==> config.mk <==
export PLATFORM = sky130hd
export DESIGN_NAME = execUnit
export DESIGN_NICKNAME = d
export VERILOG_FILES = /design/src/hdl/aluPkg.sv /design/src/hdl/alu.sv /design/src/hdl/regFile.sv /design/src/hdl/statusReg.sv /design/src/hdl/execUnit.sv
export SDC_FILE = /design/constraint.sdc
export NUM_CORES = 1
export LEC_CHECK = 0
export BUFFER_PORTS_ARGS = -buffer_cell sky130_fd_sc_hd__buf_2
export CAP_MARGIN = 10
export CORE_MARGIN = 5
export CORE_UTILIZATION = 65
export CTS_BUF_LIST = sky130_fd_sc_hd__clkbuf_8
export CTS_CLUSTER_SIZE = 8
export DETAILED_ROUTE_END_ITERATION = 6
export PLACE_DENSITY = 0.83
export SLEW_MARGIN = 20
export SYNTH_ARGS = -nofsm -noshare
export SYNTH_HDL_FRONTEND = slang
export SYNTH_HIERARCHICAL = 1
export SYNTH_SLANG_ARGS = --single-unit
==> constraint.sdc <==
create_clock -name clk -period 18.3 [get_ports clk]
set_clock_uncertainty 0.2 [all_clocks]
set_input_delay 2.745 -clock clk [delete_from_list [all_inputs] [get_ports clk]]
set_output_delay 2.745 -clock clk [all_outputs]
set_load 0.01 [all_outputs]
==> src/hdl/aluPkg.sv <==
`default_nettype none

package aluPkg;

	//////////////////////////////////////////////////
	// Datapath sizes
	//////////////////////////////////////////////////

	// Data word
	localparam int wordWidth = 16;
	// Register file depth and index
	localparam int regCount = 16;
	localparam int regAddrWidth = 4;
	// Opcode field
	localparam int opcodeWidth = 8;

	//////////////////////////////////////////////////
	// Opcodes
	//////////////////////////////////////////////////

	// Add family
	localparam logic [opcodeWidth-1:0] opADD = 8'd0;
	localparam logic [opcodeWidth-1:0] opADDU = 8'd1;
	localparam logic [opcodeWidth-1:0] opADDI = 8'd2;
	localparam logic [opcodeWidth-1:0] opADDUI = 8'd3;
	// Add with stored carry
	localparam logic [opcodeWidth-1:0] opADDC = 8'd4;
	localparam logic [opcodeWidth-1:0] opADDCU = 8'd5;
	localparam logic [opcodeWidth-1:0] opADDCUI = 8'd6;
	localparam logic [opcodeWidth-1:0] opADDCI = 8'd7;
	// Subtract and compare
	localparam logic [opcodeWidth-1:0] opSUB = 8'd8;
	localparam logic [opcodeWidth-1:0] opSUBI = 8'd9;
	localparam logic [opcodeWidth-1:0] opCMP = 8'd10;
	localparam logic [opcodeWidth-1:0] opCMPI = 8'd11;
	localparam logic [opcodeWidth-1:0] opCMPUI = 8'd12;
	// Bitwise logic
	localparam logic [opcodeWidth-1:0] opAND = 8'd13;
	localparam logic [opcodeWidth-1:0] opOR = 8'd14;
	localparam logic [opcodeWidth-1:0] opXOR = 8'd15;
	localparam logic [opcodeWidth-1:0] opNOT = 8'd16;
	// Shifts, amount from B[3:0]
	localparam logic [opcodeWidth-1:0] opLSH = 8'd17;
	localparam logic [opcodeWidth-1:0] opLSHI = 8'd18;
	localparam logic [opcodeWidth-1:0] opRSH = 8'd19;
	localparam logic [opcodeWidth-1:0] opRSHI = 8'd20;
	localparam logic [opcodeWidth-1:0] opALSH = 8'd21;
	localparam logic [opcodeWidth-1:0] opARSH = 8'd22;
	// Idle and register load
	localparam logic [opcodeWidth-1:0] opNOP = 8'd23;
	localparam logic [opcodeWidth-1:0] opMOVI = 8'd24;

	//////////////////////////////////////////////////
	// Status flags
	//////////////////////////////////////////////////

	localparam int flagCount = 5;
	// Bit positions in the flag vector
	localparam int flagCarry = 0;
	localparam int flagLow = 1;
	localparam int flagFlag = 2;
	localparam int flagNeg = 3;
	localparam int flagZero = 4;

endpackage

`default_nettype wire

==> src/hdl/alu.sv <==
`timescale 1ns/1ps
`default_nettype none

module alu
(
	input wire [aluPkg::wordWidth-1:0] readA,
	input wire [aluPkg::wordWidth-1:0] readB,
	input wire [aluPkg::wordWidth-1:0] imm,
	input wire [aluPkg::opcodeWidth-1:0] opcode,
	input wire carryIn,
	output logic [aluPkg::wordWidth-1:0] aluResult,
	output logic [aluPkg::flagCount-1:0] aluFlags,
	output logic [aluPkg::flagCount-1:0] flagMask,
	output logic writeEn
);

	import aluPkg::*;

	// Second operand after the immediate select
	logic [wordWidth-1:0] opB;
	logic useImm;
	// Stored carry enters only the ADDC forms
	logic useCarry;
	logic [wordWidth:0] carryAdd;
	// Adder keeps its carry out in the top bit
	logic [wordWidth:0] sumWide;
	logic [wordWidth-1:0] diff;
	logic addOvf;
	logic subOvf;
	logic [3:0] shiftAmt;
	// Compares set Zero from equality
	logic isCompare;

	//////////////////////////////////////////////////
	// Operand select
	//////////////////////////////////////////////////

	always_comb
	begin
		case (opcode)
			opADDI, opADDUI, opADDCUI, opADDCI, opSUBI,
			opCMPI, opCMPUI, opLSHI, opRSHI, opMOVI:
				useImm = 1'b1;
			default:
				useImm = 1'b0;
		endcase
	end

	assign opB = useImm ? imm : readB;
	assign useCarry = (opcode == opADDC) || (opcode == opADDCU) ||
		(opcode == opADDCUI) || (opcode == opADDCI);
	assign carryAdd = {{wordWidth{1'b0}}, useCarry & carryIn};

	// Shared adder and subtractor
	assign sumWide = {1'b0, readA} + {1'b0, opB} + carryAdd;
	assign diff = readA - opB;

	// Signed overflow, operands alike in sign and result not
	assign addOvf = (readA[wordWidth-1] == opB[wordWidth-1]) &&
		(sumWide[wordWidth-1] != readA[wordWidth-1]);
	// For subtract the signs must differ
	assign subOvf = (readA[wordWidth-1] != opB[wordWidth-1]) &&
		(diff[wordWidth-1] != readA[wordWidth-1]);

	assign shiftAmt = opB[3:0];

	//////////////////////////////////////////////////
	// Result, flags and update mask
	//////////////////////////////////////////////////

	always_comb
	begin
		aluResult = '0;
		aluFlags = '0;
		flagMask = '0;
		writeEn = 1'b0;
		isCompare = 1'b0;
		case (opcode)
			// Signed adds report overflow
			opADD, opADDI, opADDC, opADDCI:
			begin
				aluResult = sumWide[wordWidth-1:0];
				aluFlags[flagFlag] = addOvf;
				flagMask[flagFlag] = 1'b1;
				flagMask[flagZero] = 1'b1;
				writeEn = 1'b1;
			end
			// Unsigned adds report carry out
			opADDU, opADDUI, opADDCU, opADDCUI:
			begin
				aluResult = sumWide[wordWidth-1:0];
				aluFlags[flagCarry] = sumWide[wordWidth];
				flagMask[flagCarry] = 1'b1;
				flagMask[flagZero] = 1'b1;
				writeEn = 1'b1;
			end
			opSUB, opSUBI:
			begin
				aluResult = diff;
				aluFlags[flagFlag] = subOvf;
				flagMask[flagFlag] = 1'b1;
				flagMask[flagZero] = 1'b1;
				writeEn = 1'b1;
			end
			// Compare sets ordering flags only, no write
			opCMP, opCMPI, opCMPUI:
			begin
				aluResult = diff;
				isCompare = 1'b1;
				aluFlags[flagZero] = (readA == opB);
				aluFlags[flagNeg] = ($signed(readA) < $signed(opB));
				aluFlags[flagLow] = (readA < opB);
				flagMask[flagZero] = 1'b1;
				flagMask[flagNeg] = 1'b1;
				flagMask[flagLow] = 1'b1;
			end
			opAND, opOR, opXOR, opNOT,
			opLSH, opLSHI, opALSH, opRSH, opRSHI, opARSH:
			begin
				case (opcode)
					opAND: aluResult = readA & opB;
					opOR: aluResult = readA | opB;
					opXOR: aluResult = readA ^ opB;
					opNOT: aluResult = ~readA;
					opRSH, opRSHI: aluResult = readA >> shiftAmt;
					opARSH: aluResult = $signed(readA) >>> shiftAmt;
					default: aluResult = readA << shiftAmt;
				endcase
				flagMask[flagZero] = 1'b1;
				writeEn = 1'b1;
			end
			// Register load, flags untouched
			opMOVI:
			begin
				aluResult = imm;
				writeEn = 1'b1;
			end
			// NOP and anything past MOVI
			default:
			begin
				aluResult = '0;
			end
		endcase
		// Zero from the result unless a compare set it
		if (!isCompare)
			aluFlags[flagZero] = (aluResult == '0);
	end

endmodule

`default_nettype wire

==> src/hdl/regFile.sv <==
`timescale 1ns/1ps
`default_nettype none

module regFile
(
	input wire clk,
	input wire rst,
	input wire [aluPkg::regAddrWidth-1:0] rdAddrA,
	input wire [aluPkg::regAddrWidth-1:0] rdAddrB,
	output logic [aluPkg::wordWidth-1:0] readA,
	output logic [aluPkg::wordWidth-1:0] readB,
	input wire wrEn,
	input wire [aluPkg::regAddrWidth-1:0] wrAddr,
	input wire [aluPkg::wordWidth-1:0] wrData
);

	import aluPkg::*;

	// Register storage
	logic [wordWidth-1:0] regs [regCount];

	// Bypass hits per read port
	logic hitA;
	logic hitB;

	// Write port, all registers zero after reset
	always_ff @(posedge clk)
	begin
		if (rst)
		begin
			for (int i = 0; i < regCount; i++)
				regs[i] <= '0;
		end
		else if (wrEn)
		begin
			regs[wrAddr] <= wrData;
		end
	end

	// Pending write-back wins over the stored word
	assign hitA = wrEn && (wrAddr == rdAddrA);
	assign hitB = wrEn && (wrAddr == rdAddrB);

	// Combinational reads
	assign readA = hitA ? wrData : regs[rdAddrA];
	assign readB = hitB ? wrData : regs[rdAddrB];

endmodule

`default_nettype wire

==> src/hdl/statusReg.sv <==
`timescale 1ns/1ps
`default_nettype none

module statusReg
(
	input wire clk,
	input wire rst,
	input wire update,
	input wire [aluPkg::flagCount-1:0] newFlags,
	input wire [aluPkg::flagCount-1:0] flagMask,
	output logic [aluPkg::flagCount-1:0] flags,
	output logic carryIn
);

	import aluPkg::*;

	// Masked merge of old and new flags
	logic [flagCount-1:0] mergedFlags;

	// Unmasked bits keep their stored value
	assign mergedFlags = (flags & ~flagMask) | (newFlags & flagMask);

	//////////////////////////////////////////////////
	// Flag storage
	//////////////////////////////////////////////////

	always_ff @(posedge clk)
	begin
		if (rst)
		begin
			flags <= '0;
		end
		else if (update)
		begin
			flags <= mergedFlags;
		end
	end

	// Stored carry back to the adder
	assign carryIn = flags[flagCarry];

endmodule

`default_nettype wire

==> src/hdl/execUnit.sv <==
`timescale 1ns/1ps
`default_nettype none

module execUnit
(
	input wire clk,
	input wire rst,
	input wire instValid,
	input wire [aluPkg::opcodeWidth-1:0] opcode,
	input wire [aluPkg::regAddrWidth-1:0] rDest,
	input wire [aluPkg::regAddrWidth-1:0] rSrcA,
	input wire [aluPkg::regAddrWidth-1:0] rSrcB,
	input wire [aluPkg::wordWidth-1:0] imm,
	output logic [aluPkg::wordWidth-1:0] result,
	output logic [aluPkg::regAddrWidth-1:0] resultDest,
	output logic resultValid,
	output logic carry,
	output logic low,
	output logic flag,
	output logic negative,
	output logic zero
);

	import aluPkg::*;

	// Operands from the register file
	logic [wordWidth-1:0] readA;
	logic [wordWidth-1:0] readB;
	// ALU outputs
	logic [wordWidth-1:0] aluResult;
	logic [flagCount-1:0] aluFlags;
	logic [flagCount-1:0] flagMask;
	logic writeEn;
	// Status register
	logic [flagCount-1:0] flags;
	logic carryIn;
	// Write-back stage
	logic wbValid;
	logic [regAddrWidth-1:0] wbDest;
	logic [wordWidth-1:0] wbData;

	//////////////////////////////////////////////////
	// Datapath
	//////////////////////////////////////////////////

	regFile i_regFile (.clk(clk), .rst(rst), .rdAddrA(rSrcA), .rdAddrB(rSrcB),
		.readA(readA), .readB(readB), .wrEn(wbValid), .wrAddr(wbDest), .wrData(wbData));

	alu i_alu (.readA(readA), .readB(readB), .imm(imm), .opcode(opcode),
		.carryIn(carryIn), .aluResult(aluResult), .aluFlags(aluFlags),
		.flagMask(flagMask), .writeEn(writeEn));

	// Flags change with the issuing edge
	statusReg i_statusReg (.clk(clk), .rst(rst), .update(instValid),
		.newFlags(aluFlags), .flagMask(flagMask), .flags(flags), .carryIn(carryIn));

	//////////////////////////////////////////////////
	// Write-back register
	//////////////////////////////////////////////////

	// Valid only for writing opcodes
	always_ff @(posedge clk)
	begin
		if (rst)
			wbValid <= 1'b0;
		else
			wbValid <= instValid & writeEn;
	end

	// payload follows every issue
	always_ff @(posedge clk)
	begin
		wbDest <= rDest;
		wbData <= aluResult;
	end

	// Result outputs straight from the stage
	assign result = wbData;
	assign resultDest = wbDest;
	assign resultValid = wbValid;
	// Flag outputs
	assign carry = flags[flagCarry];
	assign low = flags[flagLow];
	assign flag = flags[flagFlag];
	assign negative = flags[flagNeg];
	assign zero = flags[flagZero];

endmodule

`default_nettype wire

==> results of run 1 <==
per-layer routing:
layer	GRT usage [%]	routed length, um
met1	49.5	22800
met5	0	0
met4	27.0	5960
met2	66.9	33500
met3	7.95	7920
how the worst max path moves through the flow:
stage          cells past startpoint  startpoint  slack [ns]  endpoint
2_1_floorplan                     30    rSrcB[0]       10.17  register
3_3_place_gp                      26    rSrcB[0]        7.96  register
3_5_place_dp                      26    rSrcB[0]        7.81  register
4_1_cts                           26    rSrcB[0]        8.43  register
5_1_grt                           26    rSrcB[0]        7.70  register
6_report                          23    rSrcB[0]        8.29  register
worst max-delay path: stages:
cell	delay, ns
buf_4	0.45
buf_4	0.73
xor2_1	0.22
nor4_4	0.91
mux2_2	0.46
a22o_1	0.46
nor2_1	0.22
inv_1	0.28
fa_1	0.48
a21o_1	0.19
a21oi_1	0.32
o21ai_0	0.22
a31oi_1	0.26
xnor2_1	0.15
o21ai_0	0.15
a21oi_1	0.17
o211ai_1	0.17
nor4_1	0.61
nand3_1	0.21
or4b_1	0.53
o31ai_1	0.10
nand3_1	0.12
a21oi_2	0.12
area by class of cell:
class | instances | area [sq um] | area share (%)
antenna | 2 | 5.00 | 0.0236
inverter | 53 | 204 | 0.960
multi-input combinational | 1288 | 10800 | 51.0
sequential | 282 | 8210 | 38.6
timing repair buffer | 108 | 656 | 3.09
tap | 396 | 495 | 2.33
clock inverter | 32 | 163 | 0.765
clock buffer | 50 | 688 | 3.24
cell families after synthesis:
family                     after synthesis  share of synthesized area, %
xor gates and xnor gates                23                          1.01
DFF                                    282                          41.1
muxes                                  271                          21.8
buffers and inverters                  200                          4.78
adders and majority gates               48                          3.08
and+or+nand+nor                        621                          17.1
AOI/OAI and AO/OA                      325                          11.1
cell usage after synthesis (all sizes together) (8+ instances only):
cell | count | area (sq um)
a211oi | 13 | 97.6
a21oi | 73 | 377
a221oi | 10 | 87.6
a31oi | 14 | 87.6
and2 | 260 | 1630
buf | 67 | 452
clkbuf | 80 | 300
dfxtp | 26 | 521
edfxtp | 256 | 7690
ha | 46 | 576
inv | 52 | 195
mux2 | 40 | 450
mux2i | 103 | 1030
mux4 | 128 | 2880
nand2 | 107 | 402
nand2b | 8 | 50.1
nand3 | 50 | 250
nand4 | 8 | 50.1
nor2 | 79 | 304
nor3 | 33 | 175
nor4 | 8 | 80.1
o211ai | 23 | 173
o21ai | 84 | 420
o221ai | 11 | 109
o22ai | 10 | 62.6
or2 | 21 | 131
or3 | 17 | 111
xnor2 | 12 | 105
xor2 | 11 | 96.3
flip-flops by register name (all words and copies together) (netlist names), named ones only:
name,flops
i_regFile/regs,256
result,16
resultDest,4
resultValid,1
power groups by stage:
stage	combinational, mW	clock (mW)	sequential [mW]
3_5_place_dp	0.483	0	0.770
5_1_grt	0.529	0.556	0.762
6_report	0.503	0.521	0.761
4_1_cts	0.486	0.523	0.758
3_3_place_gp	0.483	0	0.767
2_1_floorplan	0.344	0	0.754
through the flow:
stage | util, % | power (mW) | worst slack (ns) | hold WS (ns) | instances
floorplan | - | 1.10 | 10.17 | 0.351 | 1770
global placement | 66.8 | 1.25 | 7.96 | 0.362 | 2127
detailed placement | 66.8 | 1.25 | 7.81 | 0.370 | 2127
CTS | 69.6 | 1.77 | 8.43 | 0.380 | 2209
global route | 69.6 | 1.85 | 7.70 | 0.393 | 2210
finish | 69.7 | 1.79 | 8.29 | 0.374 | 2211
==> results.json, run 1 <==
{
  "layout_commonest_cell": "and2_1",
  "finalWirelength_um": 70100,
  "postRouteAntennaNets": 0,
  "worst_pin_slew_ns": 1.07,
  "gp_congestion": 1.07,
  "nFillCells": 2045,
  "fp.dieW_um": 185,
  "hpwlAfterDp_um": 48300,
  "crit_arrival_ns": 10.36,
  "first_iter_violations": 2158,
  "io_buffers": 64,
  "outcome": "completed",
  "syn_nets": 1857,
  "grt_setup_unrepaired": "no",
  "cts_tree": "yes",
  "combinationalPowerShare_pct": 28.2,
  "cp.required_ns": 18.65,
  "numCtsBuffers": 47,
  "clk_pin_slew_ns": 0.06,
  "finalSetupTns_ns": 0,
  "die_h_um": 185,
  "r2r-start": "resultDest[1]$_DFF_P_",
  "drc_errors": 0,
  "fmaxAchievable_mhz": 99.9,
  "cts_hold_buffers": 0,
  "grt_remaining_overflow": 0,
  "post_drt_wl_per_cell_um": 31.7,
  "min_path_cells": 2,
  "vias_per_cell": 7.28,
  "syn-cell-area_sq_mm": 0.0200,
  "post_cts_resized": 0,
  "ys_seq_elements": 282,
  "reg2regPathDepth": 22,
  "root_buffer": "clkbuf_8",
  "pwr_density_cell_mw_per_mm2": 84.0,
  "yosysSeqAreaShare_pct": 41.1,
  "syn_inst": 1770,
  "drv_cap": 0,
  "critical_path_class": "input port to register",
  "finalNetCount": 1867,
  "crit_fanout": 38,
  "syn_avg_cell_area_sq_um": 11.3,
  "setup_violations": 0,
  "grt_pass1_wl_um": 103000,
  "start_util_pct": 65.5,
  "final_layout_size_suffix_gt1_share_pct": 21.0,
  "pin_count": 65,
  "dieArea_sq_mm": 0.0344,
  "drv_slew": 0,
  "r2r_slack_ns": 10.99,
  "period_needed_ns": 10.01,
  "p_int_mw": 1.15,
  "grt_usage_pct": 40.9,
  "pwr-share-clk_pct": 29.2,
  "crit_path_end_kind": "register",
  "synthArstFlopShare_pct": 0,
  "ys.flop_type": "edfxtp_1",
  "postCtsSetupBuffers": 0,
  "start_kind": "input port",
  "std_cell_rows": 64,
  "fp.coreArea_sq_mm": 0.0305,
  "h-tree-depth": 2,
  "grt_pass1_vias": 16163,
  "placed_cell_area_sq_mm": 0.0204,
  "leakagePower_nw": 8.15,
  "switching_share_pct": 35.3,
  "fin_crit_sh_pct": 54.7,
  "area_delta_synth_final_pct": 6.29,
  "clock-sinks": 282,
  "hold_path.class": "register to register",
  "slew_headroom_pct": 28.2,
  "power.switching_mw": 0.631,
  "seqPwrFrac_pct": 42.6,
  "route.vias.total": 16087,
  "hold_viol_final": 0,
  "synth_warnings": 6,
  "cts.path.max_buffers": 3,
  "ir_drop_mv": 0.107,
  "grt_max_degree": 66,
  "synth_edf_count": 256,
  "antenna_found_initial": 2,
  "synth_cell_types": 95,
  "firstDrtPassIters": 6,
  "layout_common_cells": "259 x and2_1, 256 x edfxtp_1, 128 x mux4_2",
  "final_design_area_no_fill_sq_mm": 0.0213,
  "clock_latency_ns": 0.62
}
No activity file was read; power rests on OpenSTA's default activity.
==> run 2: changes to the inputs <==
Settings changed: CORE_UTILIZATION 65 to 59, PLACE_DENSITY 0.83 to 0.79.
Clock period 18.3 ns to 8.85 ns, I/O delays scaled along.
==> run 2 against run 1 <==
Compared with the run above:
- die area grew 9.6%
- combinational power grew 100%
- total power grew 100%
- global-route usage shrank 6.5 points
- count of clock-buffer cells in the layout shrank 3
- cell area grew 0.19%
- critical path depth grew 1
- largest power group unchanged
- register-to-register slack lost 8.8 ns
- sequential power grew 110%
- sequential cell count is the same
==> results.json, run 2 (synthesis results as in run 1) <==
{
  "outcome": "completed",
  "cts.path.max_buffers": 3,
  "gp_congestion": 1.11,
  "h-tree-depth": 2,
  "worst_pin_slew_ns": 0.908,
  "dieArea_sq_mm": 0.0377,
  "pwr_density_cell_mw_per_mm2": 168,
  "area_delta_synth_final_pct": 6.50,
  "drc_errors": 0,
  "vias_per_cell": 6.99,
  "slowest_stage": "buf_2",
  "pin_count": 65,
  "numCtsBuffers": 45,
  "io_buffers": 64,
  "hold_path.class": "register to register",
  "cp.required_ns": 9.16,
  "grt_pass1_vias": 16096,
  "place_inst": 2186,
  "period_needed_ns": 7.34,
  "drv_slew": 0,
  "crit_family": "simple AND/OR/NAND/NOR gates",
  "fp.coreArea_sq_mm": 0.0335,
  "critical_path_class": "input port to register",
  "post_drt_wl_per_cell_um": 29.4,
  "drt-met1-wl_um": 23700,
  "start_util_pct": 59.6,
  "grt_pass1_wl_um": 99100,
  "grt_max_degree": 49,
  "drv_cap": 0,
  "crit_fanout": 38,
  "first_iter_violations": 2074,
  "std_cell_rows": 67,
  "die_h_um": 194,
  "start_kind": "input port",
  "multi_input_area_sq_mm": 0.0108,
  "grt_remaining_overflow": 0,
  "nFillCells": 2662,
  "postRouteAntennaNets": 0,
  "setup_violations": 0,
  "layout_commonest_cell": "and2_1",
  "largest_reg_flops": 256,
  "final_layout_size_suffix_gt1_share_pct": 20.9,
  "firstDrtPassIters": 6,
  "cts_tree": "yes",
  "ir_drop_mv": 0.129,
  "finalSetupTns_ns": 0,
  "fin_crit_sh_pct": 83.0,
  "slew_headroom_pct": 39.0,
  "insertedDiodeCount": 0,
  "fmaxAchievable_mhz": 136,
  "finalWirelength_um": 66600,
  "root_buffer": "clkbuf_8",
  "met3_length_um": 7270,
  "grt_usage_pct": 34.5,
  "crit_arrival_ns": 7.65,
  "finalNetCount": 1872,
  "route.vias.total": 15818,
  "clk_pin_slew_ns": 0.06,
  "fp.dieW_um": 194,
  "crit_buf_inv": 3,
  "cts_hold_buffers": 0,
  "postCtsSetupBuffers": 0,
  "max_stage_delay_ns": 0.50,
  "final_cells": 2262,
  "crit_chain": "buf_2 -> xor2_1 -> nor4_4 -> buf_4 -> mux2_2 -> nand4_1 -> o221a_4 -> and2_4 -> clkinv_4 -> ha_1 -> nor2b_1 -> o21ai_0 -> a21oi_1 -> nor2_1 -> xor2_1 -> o221ai_1 -> a221oi_1 -> o211ai_1 -> nor3_1 -> nand3_1 -> or4b_1 -> o31ai_1 -> nand3_1 -> a21oi_2",
  "crit_path_end_kind": "register",
  "largest_register": "i_regFile/regs",
  "hold_viol_final": 0,
  "layout_common_cells": "259 x and2_1, 256 x edfxtp_1, 128 x mux4_2",
  "clock_latency_ns": 0.59,
  "post_cts_resized": 0,
  "antenna_found_initial": 0,
  "highest_layer": "met4",
  "dr_wl_met2_um": 31400,
  "hpwlAfterDp_um": 46200,
  "grt_setup_unrepaired": "no",
  "seq_area_sq_mm": 0.00821,
  "clock-sinks": 282,
  "leakagePower_nw": 8.16
}
-- run 2: final timing paths --
kind / cells after the start / startpoint / slack (ns) / to
worst max-delay path: 24 / rSrcB[3] / 1.51 / register
worst min-delay path: 2 / register / 0.38 / register
worst max register to register: 24 / resultDest[1]$_DFF_P_ / 2.18 / register
worst min register to register: 2 / register / 0.38 / register
-- run 2: tightest hold or removal path, cell delays in order (launching register included) --
cell and delay (ns):
dfxtp_1 0.30, a21bo_1 0.17, a21oi_1 0.06
-- run 2: routing by layer --
layer / track usage (%) / up-vias
met3: 6.93 / 261
met2: 56.0 / 1115
met4: 18.3 / 0
met1: 43.9 / 7720
met5: 0 / -
li1: - / 6722
-- run 2: stage by stage --
stage	hold WS (ns)	cell area [sq um]	power (mW)	setup WS (ns)	util, %
final	0.376	21300	3.57	1.51	63.5
after global routing	0.411	21300	3.71	1.31	63.5
after global placement	0.367	20500	2.56	1.15	61.2
after detailed placement	0.372	20500	2.57	1.07	61.2
after floorplan	0.351	20000	2.27	2.14	-
after CTS	0.380	21300	3.55	1.66	63.5
-- run 2: layout make-up --
| class | count | share of cell area, % |
|---|---|---|
| Clock buffer | 47 | 3.04 |
| Inverter | 53 | 0.958 |
| Clock inverter | 29 | 0.564 |
| Multi-Input combinational cell | 1288 | 50.9 |
| Timing Repair Buffer | 115 | 3.38 |
| Tap cell | 448 | 2.63 |
| Sequential cell | 282 | 38.5 |
-- run 2: where the power goes --
group	total [mW]	internal, mW	switching (mW)
Clock	0.989	0.487	0.502
Combinational	1.01	0.360	0.647
Sequential	1.58	1.50	0.0780
